==> config.mk <==
export PLATFORM = sky130hd
export DESIGN_NAME = vec_decode_stage
export DESIGN_NICKNAME = d
export VERILOG_FILES = /design/src/hdl/vec_decode_pkg.sv /design/src/hdl/vec_decode_latch.sv /design/src/hdl/vec_decode_stage.sv /design/src/hdl/vec_element_counter.sv /design/src/hdl/vec_emul_calc.sv /design/src/hdl/vec_instr_decoder.sv /design/src/hdl/vec_offset_gen.sv
export SDC_FILE = /design/constraint.sdc
export NUM_CORES = 1
export LEC_CHECK = 0
export BUFFER_PORTS_ARGS = -buffer_cell sky130_fd_sc_hd__buf_2
export CORE_MARGIN = 10
export CORE_UTILIZATION = 60
export DETAILED_ROUTE_END_ITERATION = 7
export PLACE_DENSITY = 0.95
export SLEW_MARGIN = 20
export SYNTH_ARGS = -nofsm -noshare
export SYNTH_HDL_FRONTEND = slang
export SYNTH_SLANG_ARGS = --single-unit
==> constraint.sdc <==
create_clock -name CLK -period 10.8 [get_ports CLK]
set_clock_uncertainty 0.05 [all_clocks]
set_input_delay 0.54 -clock CLK [delete_from_list [all_inputs] [get_ports CLK]]
set_output_delay 0.54 -clock CLK [all_outputs]
set_load 0.05 [all_outputs]
==> src/hdl/vec_decode_pkg.sv <==
/*
 * vector decode package
 * shared encodings for the vector decode stage: element width, register
 * grouping, load/store width, operation class, vs2 offset source and the
 * instruction word with its arithmetic and load/store views
 */
`default_nettype none

package vec_decode_pkg;

  // vtype vsew encoding
  typedef enum logic [1:0] {
    SEW8  = 2'b00,
    SEW16 = 2'b01,
    SEW32 = 2'b10
  } sew_t;

  // vtype vlmul encoding, read as a signed log2 of the grouping
  typedef enum logic [2:0] {
    LMUL1      = 3'b000,
    LMUL2      = 3'b001,
    LMUL4      = 3'b010,
    LMUL8      = 3'b011,
    LMULFOURTH = 3'b110,
    LMULHALF   = 3'b111
  } vlmul_t;

  // width field of vector loads and stores
  typedef enum logic [2:0] {
    WIDTH8  = 3'b000,
    WIDTH16 = 3'b101,
    WIDTH32 = 3'b110
  } width_t;

  typedef enum logic [3:0] {
    VALU_ADD   = 4'd0,
    VALU_AND   = 4'd1,
    VALU_OR    = 4'd2,
    VALU_MIN   = 4'd3,
    VALU_MINU  = 4'd4,
    VALU_MAX   = 4'd5,
    VALU_MAXU  = 4'd6,
    VALU_SLIDE = 4'd7
  } aluop_t;

  typedef enum logic [2:0] {
    VS2_SRC_NORMAL        = 3'd0,
    VS2_SRC_IDX_PLUS_RS1  = 3'd1,
    VS2_SRC_IDX_PLUS_UIMM = 3'd2,
    VS2_SRC_IDX_PLUS_1    = 3'd3,
    VS2_SRC_ZERO          = 3'd4
  } vs2_src_t;

  typedef logic [31:0] offset_t;
  typedef logic [31:0] word_t;

  typedef struct packed {
    logic [5:0] funct6;
    logic       vm;
    logic [4:0] vs2;
    logic [4:0] vs1;      // vs1, rs1 or imm5 depending on funct3
    logic [2:0] funct3;
    logic [4:0] vd;
    logic [6:0] opcode;
  } arith_fmt_t;

  typedef struct packed {
    logic [2:0] nf;
    logic       mew;
    logic [1:0] mop;
    logic       vm;
    logic [4:0] lumop;    // sumop for stores
    logic [4:0] rs1;
    width_t     width;
    logic [4:0] vd;       // vs3 for stores
    logic [6:0] opcode;
  } ls_fmt_t;

  typedef union packed {
    arith_fmt_t arith;
    ls_fmt_t    ls;
  } vinstr_u;

  localparam logic [6:0] OPCODE_VLOAD  = 7'b0000111;
  localparam logic [6:0] OPCODE_VSTORE = 7'b0100111;
  localparam logic [6:0] OPCODE_OPV    = 7'b1010111;

  localparam logic [4:0] LUMOP_WHOLE_REG = 5'b01000;

endpackage

`default_nettype wire

==> src/hdl/vec_decode_latch.sv <==
/*
 * decode/execute register
 * captures one decoded element pair per cycle, holds under stall and
 * drops the valid and enable flags on flush
 */
`default_nettype none

module vec_decode_latch
  import vec_decode_pkg::*;
(
  input  logic       CLK,
  input  logic       nRST,
  input  logic       stall,
  input  logic       flush,
  input  logic       valid,
  input  logic       done,
  input  logic       wen0,
  input  logic       wen1,
  input  logic       is_load,
  input  logic       is_store,
  input  offset_t    woffset0,
  input  offset_t    woffset1,
  input  offset_t    vs2_offset0,
  input  offset_t    vs2_offset1,
  input  logic [4:0] vd,
  input  aluop_t     aluop,
  input  vlmul_t     emul,
  input  offset_t    elem_count,
  input  word_t      identity,
  input  logic [4:0] imm5,
  input  logic       sign_imm,
  output logic       ex_valid,
  output logic       ex_done,
  output logic       ex_wen0,
  output logic       ex_wen1,
  output logic       ex_load,
  output logic       ex_store,
  output offset_t    ex_woffset0,
  output offset_t    ex_woffset1,
  output offset_t    ex_vs2_offset0,
  output offset_t    ex_vs2_offset1,
  output logic [4:0] ex_vd,
  output aluop_t     ex_aluop,
  output vlmul_t     ex_emul,
  output offset_t    ex_elem_count,
  output word_t      ex_vs1_identity,
  output word_t      ex_imm
);

  word_t imm_ext;

  assign imm_ext = sign_imm ? {{27{imm5[4]}}, imm5} : {27'd0, imm5};

  // control flags, flush wins over stall
  always_ff @(posedge CLK, negedge nRST) begin
    if (!nRST) begin
      ex_valid <= 1'b0;
      ex_done  <= 1'b0;
      ex_wen0  <= 1'b0;
      ex_wen1  <= 1'b0;
      ex_load  <= 1'b0;
      ex_store <= 1'b0;
    end else if (flush) begin
      ex_valid <= 1'b0;
      ex_done  <= 1'b0;
      ex_wen0  <= 1'b0;
      ex_wen1  <= 1'b0;
      ex_load  <= 1'b0;
      ex_store <= 1'b0;
    end else if (!stall) begin
      ex_valid <= valid;
      ex_done  <= done;
      ex_wen0  <= wen0 && valid;
      ex_wen1  <= wen1 && valid;
      ex_load  <= is_load && valid;
      ex_store <= is_store && valid;
    end
  end

  // pair payload
  always_ff @(posedge CLK) begin
    if (!stall) begin
      ex_woffset0     <= woffset0;
      ex_woffset1     <= woffset1;
      ex_vs2_offset0  <= vs2_offset0;
      ex_vs2_offset1  <= vs2_offset1;
      ex_vd           <= vd;
      ex_aluop        <= aluop;
      ex_emul         <= emul;
      ex_elem_count   <= elem_count;
      ex_vs1_identity <= identity;
      ex_imm          <= imm_ext;
    end
  end

endmodule

`default_nettype wire

==> src/hdl/vec_decode_stage.sv <==
/*
 * vector decode stage
 * decodes one vector instruction and streams its element pairs into the
 * decode/execute register, two lanes per cycle
 */
`default_nettype none

module vec_decode_stage
  import vec_decode_pkg::*;
#(
  parameter int VLEN = 128
) (
  input  logic       CLK,
  input  logic       nRST,
  input  vinstr_u    instr,
  input  logic       v_start,
  input  sew_t       vtype_sew,
  input  vlmul_t     vtype_lmul,
  input  offset_t    vl,
  input  offset_t    vstart,
  input  word_t      xs1,
  input  logic [1:0] mask_bits,
  input  logic       stall,
  input  logic       flush,
  output logic       ex_valid,
  output logic       ex_wen0,
  output logic       ex_wen1,
  output offset_t    ex_woffset0,
  output offset_t    ex_woffset1,
  output offset_t    ex_vs2_offset0,
  output offset_t    ex_vs2_offset1,
  output logic [4:0] ex_vd,
  output aluop_t     ex_aluop,
  output logic       ex_load,
  output logic       ex_store,
  output vlmul_t     ex_emul,
  output offset_t    ex_elem_count,
  output word_t      ex_vs1_identity,
  output word_t      ex_imm,
  output logic       ex_done,
  output logic       busy
);

  logic       is_load, is_store, whole_reg, reduction, vm, sign_imm;
  width_t     eew;
  aluop_t     aluop;
  vs2_src_t   vs2_src;
  logic [4:0] vd, imm5;
  vlmul_t     emul;
  offset_t    elem_count, offset;
  logic       active, done, wen0, wen1;
  offset_t    woffset0, woffset1, vs2_offset0, vs2_offset1;
  word_t      identity;

  vec_instr_decoder u_decoder (
    .instr(instr), .is_load(is_load), .is_store(is_store), .whole_reg(whole_reg),
    .eew(eew), .aluop(aluop), .reduction(reduction), .vs2_src(vs2_src),
    .vm(vm), .vd(vd), .imm5(imm5), .sign_imm(sign_imm)
  );

  vec_emul_calc #(.VLEN(VLEN)) u_emul (
    .sew(vtype_sew), .lmul(vtype_lmul), .eew(eew), .is_load(is_load),
    .is_store(is_store), .whole_reg(whole_reg), .vl(vl),
    .emul(emul), .elem_count(elem_count)
  );

  vec_element_counter u_counter (
    .CLK(CLK), .nRST(nRST), .start(v_start), .stall(stall), .flush(flush),
    .vstart(vstart), .elem_count(elem_count), .offset(offset),
    .active(active), .done(done), .busy(busy)
  );

  vec_offset_gen u_offsets (
    .offset(offset), .vl(vl), .vstart(vstart), .xs1(xs1), .imm5(imm5),
    .vs2_src(vs2_src), .vm(vm), .is_store(is_store), .reduction(reduction),
    .aluop(aluop), .mask_bits(mask_bits), .woffset0(woffset0), .woffset1(woffset1),
    .vs2_offset0(vs2_offset0), .vs2_offset1(vs2_offset1),
    .wen0(wen0), .wen1(wen1), .identity(identity)
  );

  vec_decode_latch u_latch (
    .CLK(CLK), .nRST(nRST), .stall(stall), .flush(flush),
    .valid(active), .done(done), .wen0(wen0), .wen1(wen1),
    .is_load(is_load), .is_store(is_store), .woffset0(woffset0), .woffset1(woffset1),
    .vs2_offset0(vs2_offset0), .vs2_offset1(vs2_offset1), .vd(vd), .aluop(aluop),
    .emul(emul), .elem_count(elem_count), .identity(identity), .imm5(imm5),
    .sign_imm(sign_imm), .ex_valid(ex_valid), .ex_done(ex_done),
    .ex_wen0(ex_wen0), .ex_wen1(ex_wen1), .ex_load(ex_load), .ex_store(ex_store),
    .ex_woffset0(ex_woffset0), .ex_woffset1(ex_woffset1),
    .ex_vs2_offset0(ex_vs2_offset0), .ex_vs2_offset1(ex_vs2_offset1),
    .ex_vd(ex_vd), .ex_aluop(ex_aluop), .ex_emul(ex_emul),
    .ex_elem_count(ex_elem_count), .ex_vs1_identity(ex_vs1_identity), .ex_imm(ex_imm)
  );

endmodule

`default_nettype wire

==> src/hdl/vec_element_counter.sv <==
/*
 * element pair counter
 * walks the element index two lanes per cycle from vstart up to the
 * element count, with stall hold and flush
 */
`default_nettype none

module vec_element_counter
  import vec_decode_pkg::*;
(
  input  logic    CLK,
  input  logic    nRST,
  input  logic    start,
  input  logic    stall,
  input  logic    flush,
  input  offset_t vstart,
  input  offset_t elem_count,
  output offset_t offset,
  output logic    active,
  output logic    done,
  output logic    busy
);

  logic [32:0] next_pair;

  // 33 bits so the compare survives indices near the top of the range
  assign next_pair = {1'b0, offset} + 33'd2;
  assign done      = active && next_pair >= {1'b0, elem_count};
  assign busy      = start || active;

  always_ff @(posedge CLK, negedge nRST) begin
    if (!nRST) begin
      active <= 1'b0;
      offset <= '0;
    end else if (flush) begin
      active <= 1'b0;
    end else if (start) begin
      active <= 1'b1;
      offset <= vstart;
    end else if (active && !stall) begin
      // last pair leaves the counter
      if (done) active <= 1'b0;
      offset <= next_pair[31:0];
    end
  end

endmodule

`default_nettype wire

==> src/hdl/vec_emul_calc.sv <==
/*
 * EMUL and element count
 * scales the register grouping by eew/sew for loads and stores and picks
 * the number of elements this instruction walks
 */
`default_nettype none

module vec_emul_calc
  import vec_decode_pkg::*;
#(
  parameter int VLEN = 128
) (
  input  sew_t    sew,
  input  vlmul_t  lmul,
  input  width_t  eew,
  input  logic    is_load,
  input  logic    is_store,
  input  logic    whole_reg,
  input  offset_t vl,
  output vlmul_t  emul,
  output offset_t elem_count
);

  // one register of 32-bit elements
  localparam offset_t WHOLE_REG_ELEMS = offset_t'(VLEN / 32);

  logic signed [3:0] lmul_log;
  logic signed [3:0] eew_log;
  logic signed [3:0] sew_log;
  logic signed [3:0] emul_log;

  // log2 arithmetic, vlmul is already a signed exponent
  assign lmul_log = {lmul[2], lmul};
  assign sew_log  = {2'b00, sew};

  always_comb begin
    case (eew)
      WIDTH16: eew_log = 4'sd1;
      WIDTH32: eew_log = 4'sd2;
      default: eew_log = 4'sd0;
    endcase
  end

  assign emul_log = lmul_log + eew_log - sew_log;

  always_comb begin
    if (!(is_load || is_store)) emul = lmul;
    else if (emul_log < -4'sd2) emul = LMULFOURTH;
    else if (emul_log > 4'sd3) emul = LMUL8;
    else emul = vlmul_t'(emul_log[2:0]);
  end

  assign elem_count = whole_reg ? WHOLE_REG_ELEMS : vl;

endmodule

`default_nettype wire

==> src/hdl/vec_instr_decoder.sv <==
/*
 * vector instruction decoder
 * splits the instruction word into load/store or arithmetic control fields
 */
`default_nettype none

module vec_instr_decoder
  import vec_decode_pkg::*;
(
  input  vinstr_u    instr,
  output logic       is_load,
  output logic       is_store,
  output logic       whole_reg,
  output width_t     eew,
  output aluop_t     aluop,
  output logic       reduction,
  output vs2_src_t   vs2_src,
  output logic       vm,
  output logic [4:0] vd,
  output logic [4:0] imm5,
  output logic       sign_imm
);

  // funct3 categories
  localparam logic [2:0] OPIVV = 3'b000;
  localparam logic [2:0] OPMVV = 3'b010;
  localparam logic [2:0] OPIVI = 3'b011;
  localparam logic [2:0] OPIVX = 3'b100;
  localparam logic [2:0] OPMVX = 3'b110;

  logic       is_opv;
  logic       opi;
  logic [5:0] f6;
  logic [2:0] f3;

  // load/store view
  assign is_load   = instr.ls.opcode == OPCODE_VLOAD;
  assign is_store  = instr.ls.opcode == OPCODE_VSTORE;
  assign whole_reg = (is_load || is_store) && instr.ls.mop == 2'b00 &&
                     instr.ls.lumop == LUMOP_WHOLE_REG;
  assign eew       = instr.ls.width;

  // arithmetic view, vm and vd share their bits with the load/store view
  assign is_opv = instr.arith.opcode == OPCODE_OPV;
  assign f6     = instr.arith.funct6;
  assign f3     = instr.arith.funct3;
  assign opi    = f3 == OPIVV || f3 == OPIVX || f3 == OPIVI;
  assign vm     = instr.arith.vm;
  assign vd     = instr.arith.vd;
  assign imm5   = instr.arith.vs1;

  always_comb begin
    aluop     = VALU_ADD;
    reduction = 1'b0;
    vs2_src   = VS2_SRC_NORMAL;
    if (is_opv && opi) begin
      case (f6)
        6'b001001: aluop = VALU_AND;
        6'b001010: aluop = VALU_OR;
        6'b000100: aluop = VALU_MINU;
        6'b000101: aluop = VALU_MIN;
        6'b000110: aluop = VALU_MAXU;
        6'b000111: aluop = VALU_MAX;
        // vslidedown reads vs2 ahead by the slide amount
        6'b001111: begin
          aluop   = VALU_SLIDE;
          vs2_src = (f3 == OPIVI) ? VS2_SRC_IDX_PLUS_UIMM : VS2_SRC_IDX_PLUS_RS1;
        end
        // vrgather, element 0 broadcast
        6'b001100: begin
          aluop   = VALU_SLIDE;
          vs2_src = VS2_SRC_ZERO;
        end
        default: aluop = VALU_ADD;
      endcase
    end else if (is_opv && f3 == OPMVV) begin
      // single-width integer reductions
      reduction = f6[5:3] == 3'b000 && f6[2:0] != 3'b011;
      case (f6)
        6'b000001: aluop = VALU_AND;
        6'b000010: aluop = VALU_OR;
        6'b000100: aluop = VALU_MINU;
        6'b000101: aluop = VALU_MIN;
        6'b000110: aluop = VALU_MAXU;
        6'b000111: aluop = VALU_MAX;
        default:   aluop = VALU_ADD;
      endcase
    end else if (is_opv && f3 == OPMVX && f6 == 6'b001111) begin
      // vslide1down
      aluop   = VALU_SLIDE;
      vs2_src = VS2_SRC_IDX_PLUS_1;
    end
  end

  // slide amounts are unsigned, arithmetic immediates are signed
  assign sign_imm = is_opv && f3 == OPIVI && aluop != VALU_SLIDE;

endmodule

`default_nettype wire

==> src/hdl/vec_offset_gen.sv <==
/*
 * lane offset generator
 * forms the vd and vs2 element offsets of the current pair, the masked
 * write enables and the reduction identity value
 */
`default_nettype none

module vec_offset_gen
  import vec_decode_pkg::*;
(
  input  offset_t    offset,
  input  offset_t    vl,
  input  offset_t    vstart,
  input  word_t      xs1,
  input  logic [4:0] imm5,
  input  vs2_src_t   vs2_src,
  input  logic       vm,
  input  logic       is_store,
  input  logic       reduction,
  input  aluop_t     aluop,
  input  logic [1:0] mask_bits,
  output offset_t    woffset0,
  output offset_t    woffset1,
  output offset_t    vs2_offset0,
  output offset_t    vs2_offset1,
  output logic       wen0,
  output logic       wen1,
  output word_t      identity
);

  offset_t vs2_base;
  logic    lanes_ok;

  assign woffset0 = offset;
  assign woffset1 = offset + 32'd1;

  always_comb begin
    case (vs2_src)
      VS2_SRC_IDX_PLUS_RS1:  vs2_base = offset + xs1;
      VS2_SRC_IDX_PLUS_UIMM: vs2_base = offset + {27'd0, imm5};
      VS2_SRC_IDX_PLUS_1:    vs2_base = offset + 32'd1;
      default:               vs2_base = offset;
    endcase
  end

  // zero source reads the same element on both lanes
  assign vs2_offset0 = (vs2_src == VS2_SRC_ZERO) ? '0 : vs2_base;
  assign vs2_offset1 = (vs2_src == VS2_SRC_ZERO) ? '0 : vs2_base + 32'd1;

  // vm set means unmasked
  assign lanes_ok = vstart < vl && !is_store;
  assign wen0     = lanes_ok && woffset0 < vl && (vm || mask_bits[0]);
  assign wen1     = lanes_ok && woffset1 < vl && (vm || mask_bits[1]) && !reduction;

  // seed for the vs1 accumulator of a reduction
  always_comb begin
    identity = '0;
    if (reduction) begin
      case (aluop)
        VALU_AND,
        VALU_MINU: identity = 32'hffff_ffff;
        VALU_MIN:  identity = 32'h7fff_ffff;
        VALU_MAX:  identity = 32'h8000_0000;
        default:   identity = '0;
      endcase
    end
  end

endmodule

`default_nettype wire
# Word level (Yosys, flattened, before mapping)
# Index checks and enable logic that the tools add are counted.
dict set report word_totals {
  input_bits 140
  romBits 0
  register_bits 249
  ramBits 0
  elab_cells 140
  memories 0
  latchBits 0
}
dict set report classes {
  eq_ne 30
  addsub 7
  bitwise 1
  div_mod_pow 0
  muxes 37
  mul 0
  magnitude_cmp 6
  shift 0
  n_reduce_logical 40
}
# cell n
set op_table {}
lappend op_table {{32-bit one-hot mux with 3 select lines} 2}
lappend op_table {{32-bit < comparator} 3}
lappend op_table {{32-bit 2-to-1 mux} 3}
lappend op_table {{32-bit by 1-bit adder with 32-bit output (second input constant)} 2}
lappend op_table {{32-bit by 2-bit adder with 33-bit output (second input constant)} 1}
lappend op_table {{33-bit by 32-bit >= comparator with 1-bit output} 1}
lappend op_table {{32-bit adder} 1}
lappend op_table {{32-bit by 5-bit adder with 32-bit output} 1}
lappend op_table {{6-bit by 3-bit == test with 1-bit output (second input constant)} 4}
lappend op_table {{6-bit by 4-bit == test with 1-bit output (second input constant)} 4}
lappend op_table {{1-bit logical AND} 21}
lappend op_table {{3-bit one-hot mux with 7 select lines} 1}
lappend op_table {{1-bit 2-to-1 mux} 18}
lappend op_table {{3-bit 2-to-1 mux} 6}
lappend op_table {{3-bit one-hot mux with 6 select lines} 1}
lappend op_table {{3-bit by 2-bit == test with 1-bit output (second input constant)} 4}
lappend op_table {{3-bit == test (second input constant)} 4}
lappend op_table {{4-bit by 3-bit == test with 1-bit output (second input constant)} 2}
lappend op_table {{4-bit 2-to-1 mux} 2}
lappend op_table {{7-bit by 3-bit == test with 1-bit output (second input constant)} 1}
lappend op_table {{7-bit by 6-bit == test with 1-bit output (second input constant)} 1}
lappend op_table {{7-bit == test (second input constant)} 1}
lappend op_table {{6-bit by 1-bit == test with 1-bit output (second input constant)} 1}
lappend op_table {{6-bit by 2-bit == test with 1-bit output (second input constant)} 1}
lappend op_table {{23 further kinds} 35}

# Logic depth before layout (Yosys ltp)
dict set report logic_depth {
  depth_word 11
  mapped_depth 21
  ltp_nobuf 19
}

# Cells and area by module
# From an unflattened synthesis, not the netlist that was laid out.
dict set report hier_totals {
  cells_unflattened 1891
  hier_area_um2 18471.5
}
# module area_per_inst_um2 cells_each n_inst seq_area_each_um2
set by_module_without_submodules {}
lappend by_module_without_submodules {vec_offset_gen 7553.5 1100 1 0.0}
lappend by_module_without_submodules {vec_decode_latch 6745.2 254 1 6456.2}
lappend by_module_without_submodules {vec_element_counter 3201.8 398 1 825.8}
lappend by_module_without_submodules {vec_instr_decoder 521.8 75 1 0.0}
lappend by_module_without_submodules {vec_emul_calc 449.2 64 1 0.0}

# Worst setup path after synthesis
# Ideal clock, no wire load.
dict set report synth_timing {
  kind {input-to-reg}
  start {in instr[27] (netlist bit)}
  end {reg u_latch.ex_vs2_offset1[31], data pin}
  stages 20
  setup_slack_ns 4.967
  arrival_time_ns 5.521
  path_buffers 3
  setup_ns 0.262
  path_cell_list {buf_2 and2_1 and4_1 buf_6 nand2_1 clkbuf_1 mux2_2 ha_1 fa_1 a211oi_1 o21ai_0 a41oi_1 xnor2_1 a222oi_1 or4_1 or4_4 or4b_4 nor2_1 nand3_1 mux2_1}
}
dict set report synth_via {
  elab_chain_len 8
  elab_cells_between_ends 13
}
# item line
set synth_rtl {}
lappend synth_rtl {{from (decl)} vec_decode_stage.sv:15} ;# input vinstr_u instr,
lappend synth_rtl {{6-bit by 4-bit == test with 1-bit output} {vec_instr_decoder.sv:57, vec_instr_decoder.sv:88}}
lappend synth_rtl {{1-bit logical AND} vec_instr_decoder.sv:88} ;# end else if (is_opv && f3 == OPMVX && f6 == 6'b001111) begin
lappend synth_rtl {{2-bit 2-to-1 mux} vec_instr_decoder.sv:88}
lappend synth_rtl {{3-bit 2-to-1 mux} vec_instr_decoder.sv:76} ;# end else if (is_opv && f3 == OPMVV) begin
lappend synth_rtl {{3-bit 2-to-1 mux *} vec_instr_decoder.sv:56} ;# if (is_opv && opi) begin
lappend synth_rtl {{3-bit by 2-bit == test with 1-bit output or 3-bit by 1-bit == test with 1-bit output (tied branches)} vec_offset_gen.sv:38} ;# case (vs2_src)
lappend synth_rtl {{32-bit one-hot mux with 3 select lines} vec_offset_gen.sv:38}
lappend synth_rtl {{32-bit by 1-bit adder with 32-bit output} vec_offset_gen.sv:48} ;# assign vs2_offset1 = (vs2_src == VS2_SRC_ZERO) ? '0 : vs2_base + 32'd1;
lappend synth_rtl {{to (signal assigned)} vec_decode_latch.sv:86} ;# ex_vs2_offset1 <= vs2_offset1;
lappend synth_rtl {{to (decl)} vec_decode_latch.sv:41} ;# output offset_t ex_vs2_offset1,
# Mark *: on every way between the ends. The rest lies on a longest branch, timed or not.
# A chain may end at the register's enable or synchronous reset.

# Worst setup path after layout
dict set report layout_timing {
  start {in instr[31] (netlist bit)}
  end {reg u_latch.ex_vs2_offset1[31], data pin}
}
# The elaborated chain is that of the path after synthesis.

==> results.sh <==
export IMPL_cts_sinks=218
export IMPL_crit_cells=18
export IMPL_coreArea_sq_um=26800
export IMPL_initial_core_util_pct=60.7
export IMPL_use_met2_pct=48.2
export IMPL_drc=0
export IMPL_synth_edf_count=179
export IMPL_grt_busiest_layer="met2"
export IMPL_yosysMostFrequentCell="edfxtp_1"
export IMPL_path_buf_inv=1
export IMPL_crit_type="in2reg"
export IMPL_dieHeight_um=185
export IMPL_reg2reg_slack_ps=5210
export IMPL_p_per_area_nw_per_um2=170
export IMPL_slew_headroom_pct=30.8
export IMPL_hp_class="in2async"
export IMPL_yosysSeqAreaShare_pct=39.0
export IMPL_path_delay_family="simple AND/OR/NAND/NOR gates"
export IMPL_dp_hpwl_um=42400
export IMPL_synth_area_leaders="edfxtp_1 33%, ha_1 13%, dfrtp_1 6.0%, o21ai_0 3.6%, nor2_1 3.5%"
export IMPL_routed_via_density=6.27
export IMPL_postCtsSetupRepairBufs=0
export IMPL_cp_slowest_cell="nand2_1"
export IMPL_rows=60
export IMPL_status="completed"
export IMPL_first_iter_violations=1776
export IMPL_numCtsBuffers=24
export IMPL_wl_per_cell_um=22.8
export IMPL_path_max_fanout=32
export IMPL_firstDrtPassIters=7
export IMPL_fmax_mhz=154
export IMPL_vias=14901
export IMPL_regToRegStartpoint="u_counter.offset[1]$_DFFE_PN0P_"
export IMPL_synth_cell_types=85
export IMPL_cts_hold_buf=0
export IMPL_n_fill_cell=1980
export IMPL_wirelength_um=54300
export IMPL_root_buffer="clkbuf_16"
export IMPL_drive_gt1_share_pct=22.8
export IMPL_insertion_delay_ps=540
export IMPL_cts_tree="done"
export IMPL_yosys_warnings=0
export IMPL_syn_to_final_growth_pct=15.7
export IMPL_synth_area_sq_um=16300
export IMPL_async_flop_share_pct=17.9
export IMPL_whs_ps=118
export IMPL_rr_worst_depth=14
export IMPL_yosys_area_top_type="edfxtp_1"
export IMPL_antenna_found_initial=4
export IMPL_nNetsFinal=2323
export IMPL_r2r_end="u_latch.ex_wen1$_DFFE_PN0P_"
export IMPL_hold_viol=0
export IMPL_setup_violations_final=0
export IMPL_synth_common_cells="179 x edfxtp_1, 164 x ha_1, 152 x nor2_1"
export IMPL_endpoint="u_latch.ex_vs2_offset1[31]$_SDFFCE_PN0N_"
export IMPL_clock_path_buffers=3
export IMPL_io_buffers=381
export IMPL_synth_seq_cells=218
export IMPL_dp_cells=2331
export IMPL_postSynthCellCount=1733
export IMPL_met1_usage_pct=40.5
export IMPL_io_pins=383
export IMPL_finalCritPeriodShare_pct=60.0
export IMPL_placed_area_sq_um=18000
export IMPL_worst_ep_arrival_time_ps=6710
export IMPL_ant_nets=0
export IMPL_grt_pass1_vias=14313
export IMPL_gp_congestion=0.960
export IMPL_grt_max_degree=110
export IMPL_die_area_sq_um=34100
export IMPL_p_leak_nw=8.68
export IMPL_cp_end_kind="flop"
export IMPL_fin_cells=2377
export IMPL_final_max_slew_viol_count=0
export IMPL_worst_setup_path_start_kind="input pin"
export IMPL_cp_startpoint="instr[31]"
export IMPL_cp_cell_sequence="buf_2 -> and4bb_1 -> and4_1 -> nand2_1 -> mux2_2 -> ha_1 -> fa_1 -> a211oi_1 -> o21ai_0 -> a41oi_1 -> xnor2_1 -> a222oi_1 -> or4_1 -> or4_4 -> or4b_4 -> nor2_1 -> nand3_1 -> mux2_1"
export IMPL_stdcell_area_sq_um=18800
export IMPL_yosys_area_top_type_share_pct=33.0
export IMPL_grt_pass1_wl_um=82600
export IMPL_cts_resized_gates=0
export IMPL_synthesis_nets=2040
export IMPL_maxCapViolations=0
export IMPL_synth_flop_cell="edfxtp_1"
export IMPL_grt_use_total_pct=30.7
export IMPL_worst_pin_slew_ps=1040
export IMPL_grt_util_met3_pct=5.65
export IMPL_synth_area_per_cell_sq_um=9.39
export IMPL_rsz0062_at_grt="no"
export IMPL_crit_required_ps=11030
export IMPL_finalCriticalPeriod_ps=6480
export IMPL_crit_path_max_incr_delay_ps=690
export IMPL_h_tree_depth=1
export IMPL_tns_ps=0
export IMPL_die_x_um=185
export IMPL_overflow=0
export IMPL_path_clk_slew_ps=70
export IMPL_vdd_ir_drop_max_v=0.000156
cell type report:
| class | instances | area (sq um) | share of cell area [%] |
|---|---|---|---|
| Sequential cell | 218 | 6350 | 33.8 |
| Antenna cell | 3 | 7.51 | 0.0399 |
| Inverter | 91 | 347 | 1.84 |
| Tap cell | 341 | 427 | 2.27 |
| Multi-Input combinational cell | 1286 | 8840 | 47.0 |
| Timing Repair Buffer | 395 | 2010 | 10.7 |
| Clock inverter | 16 | 193 | 1.02 |
| Clock buffer | 27 | 633 | 3.37 |
layout by cell type, fill, tap and decap left out, drive strengths merged, types with 28 or more instances in the layout:
master	n
nand3	40
ha	164
nand4	42
and2	37
nand2	120
nor2	152
inv	91
a21o	50
o21ai	119
buf	395
nor3	49
edfxtp	179
xnor2	60
nor2b	28
a21oi	104
dfrtp	39
xor2	41
where the power goes:
| part | switching, mW | total [mW] | internal, mW |
|---|---|---|---|
| Combinational | 0.806 | 1.16 | 0.358 |
| Sequential | 0.122 | 1.16 | 1.04 |
| Clock | 0.350 | 0.868 | 0.518 |
registers in the layout, indices dropped and copies added (netlist names), 5 cells and up:
| register | flops |
|---|---|
| u_counter.offset | 32 |
| u_latch.ex_elem_count | 32 |
| u_latch.ex_vs2_offset0 | 32 |
| u_latch.ex_vs2_offset1 | 32 |
| u_latch.ex_woffset0 | 32 |
| u_latch.ex_woffset1 | 32 |
| u_latch.ex_imm | 6 |
| u_latch.ex_vd | 5 |
cell families after synthesis:
group,share of synthesized area (%)
simple gates,18.5
fa+ha+maj,13.0
compound gates,15.7
flops,39.0
xor+xnor,5.44
buf+inv,6.69
other cells,0.0231
mux,1.60
metrics by stage:
stage / worst slack, ps / power (mW) / utilization, %
global placement: 4050 / 2.27 / 67.1
CTS: 4420 / 3.18 / 70.2
floorplan: 4970 / 2.00 / -
global route: 3920 / 3.33 / 70.2
detailed placement: 3880 / 2.31 / 67.1
finish: 4320 / 3.19 / 70.2
routing by layer:
layer | part of all wire (%) | vias to the layer above
li1 | - | 6849
met1 | 40 | 7022
met2 | 45 | 879
met3 | 11 | 151
met4 | 4.3 | 0
met5 | 0 | -
how the worst min path moves through the flow:
stage,to,depth (start not counted),slack [ps],from
4_1_cts,u_counter.offset[25]$_DFFE_PN0P_,1,120,nRST
6_report,u_counter.offset[27]$_DFFE_PN0P_,1,120,nRST
2_1_floorplan,u_counter.active$_DFFE_PN0P_,0,190,nRST
3_5_place_dp,u_latch.ex_wen0$_DFFE_PN0P_,2,430,u_latch.ex_wen0$_DFFE_PN0P_
3_3_place_gp,u_latch.ex_wen1$_DFFE_PN0P_,2,410,u_latch.ex_wen1$_DFFE_PN0P_
5_1_grt,u_latch.ex_vd[4]$_DFFE_PN_,1,130,instr[11]
Power figures use the tool's default switching activity.
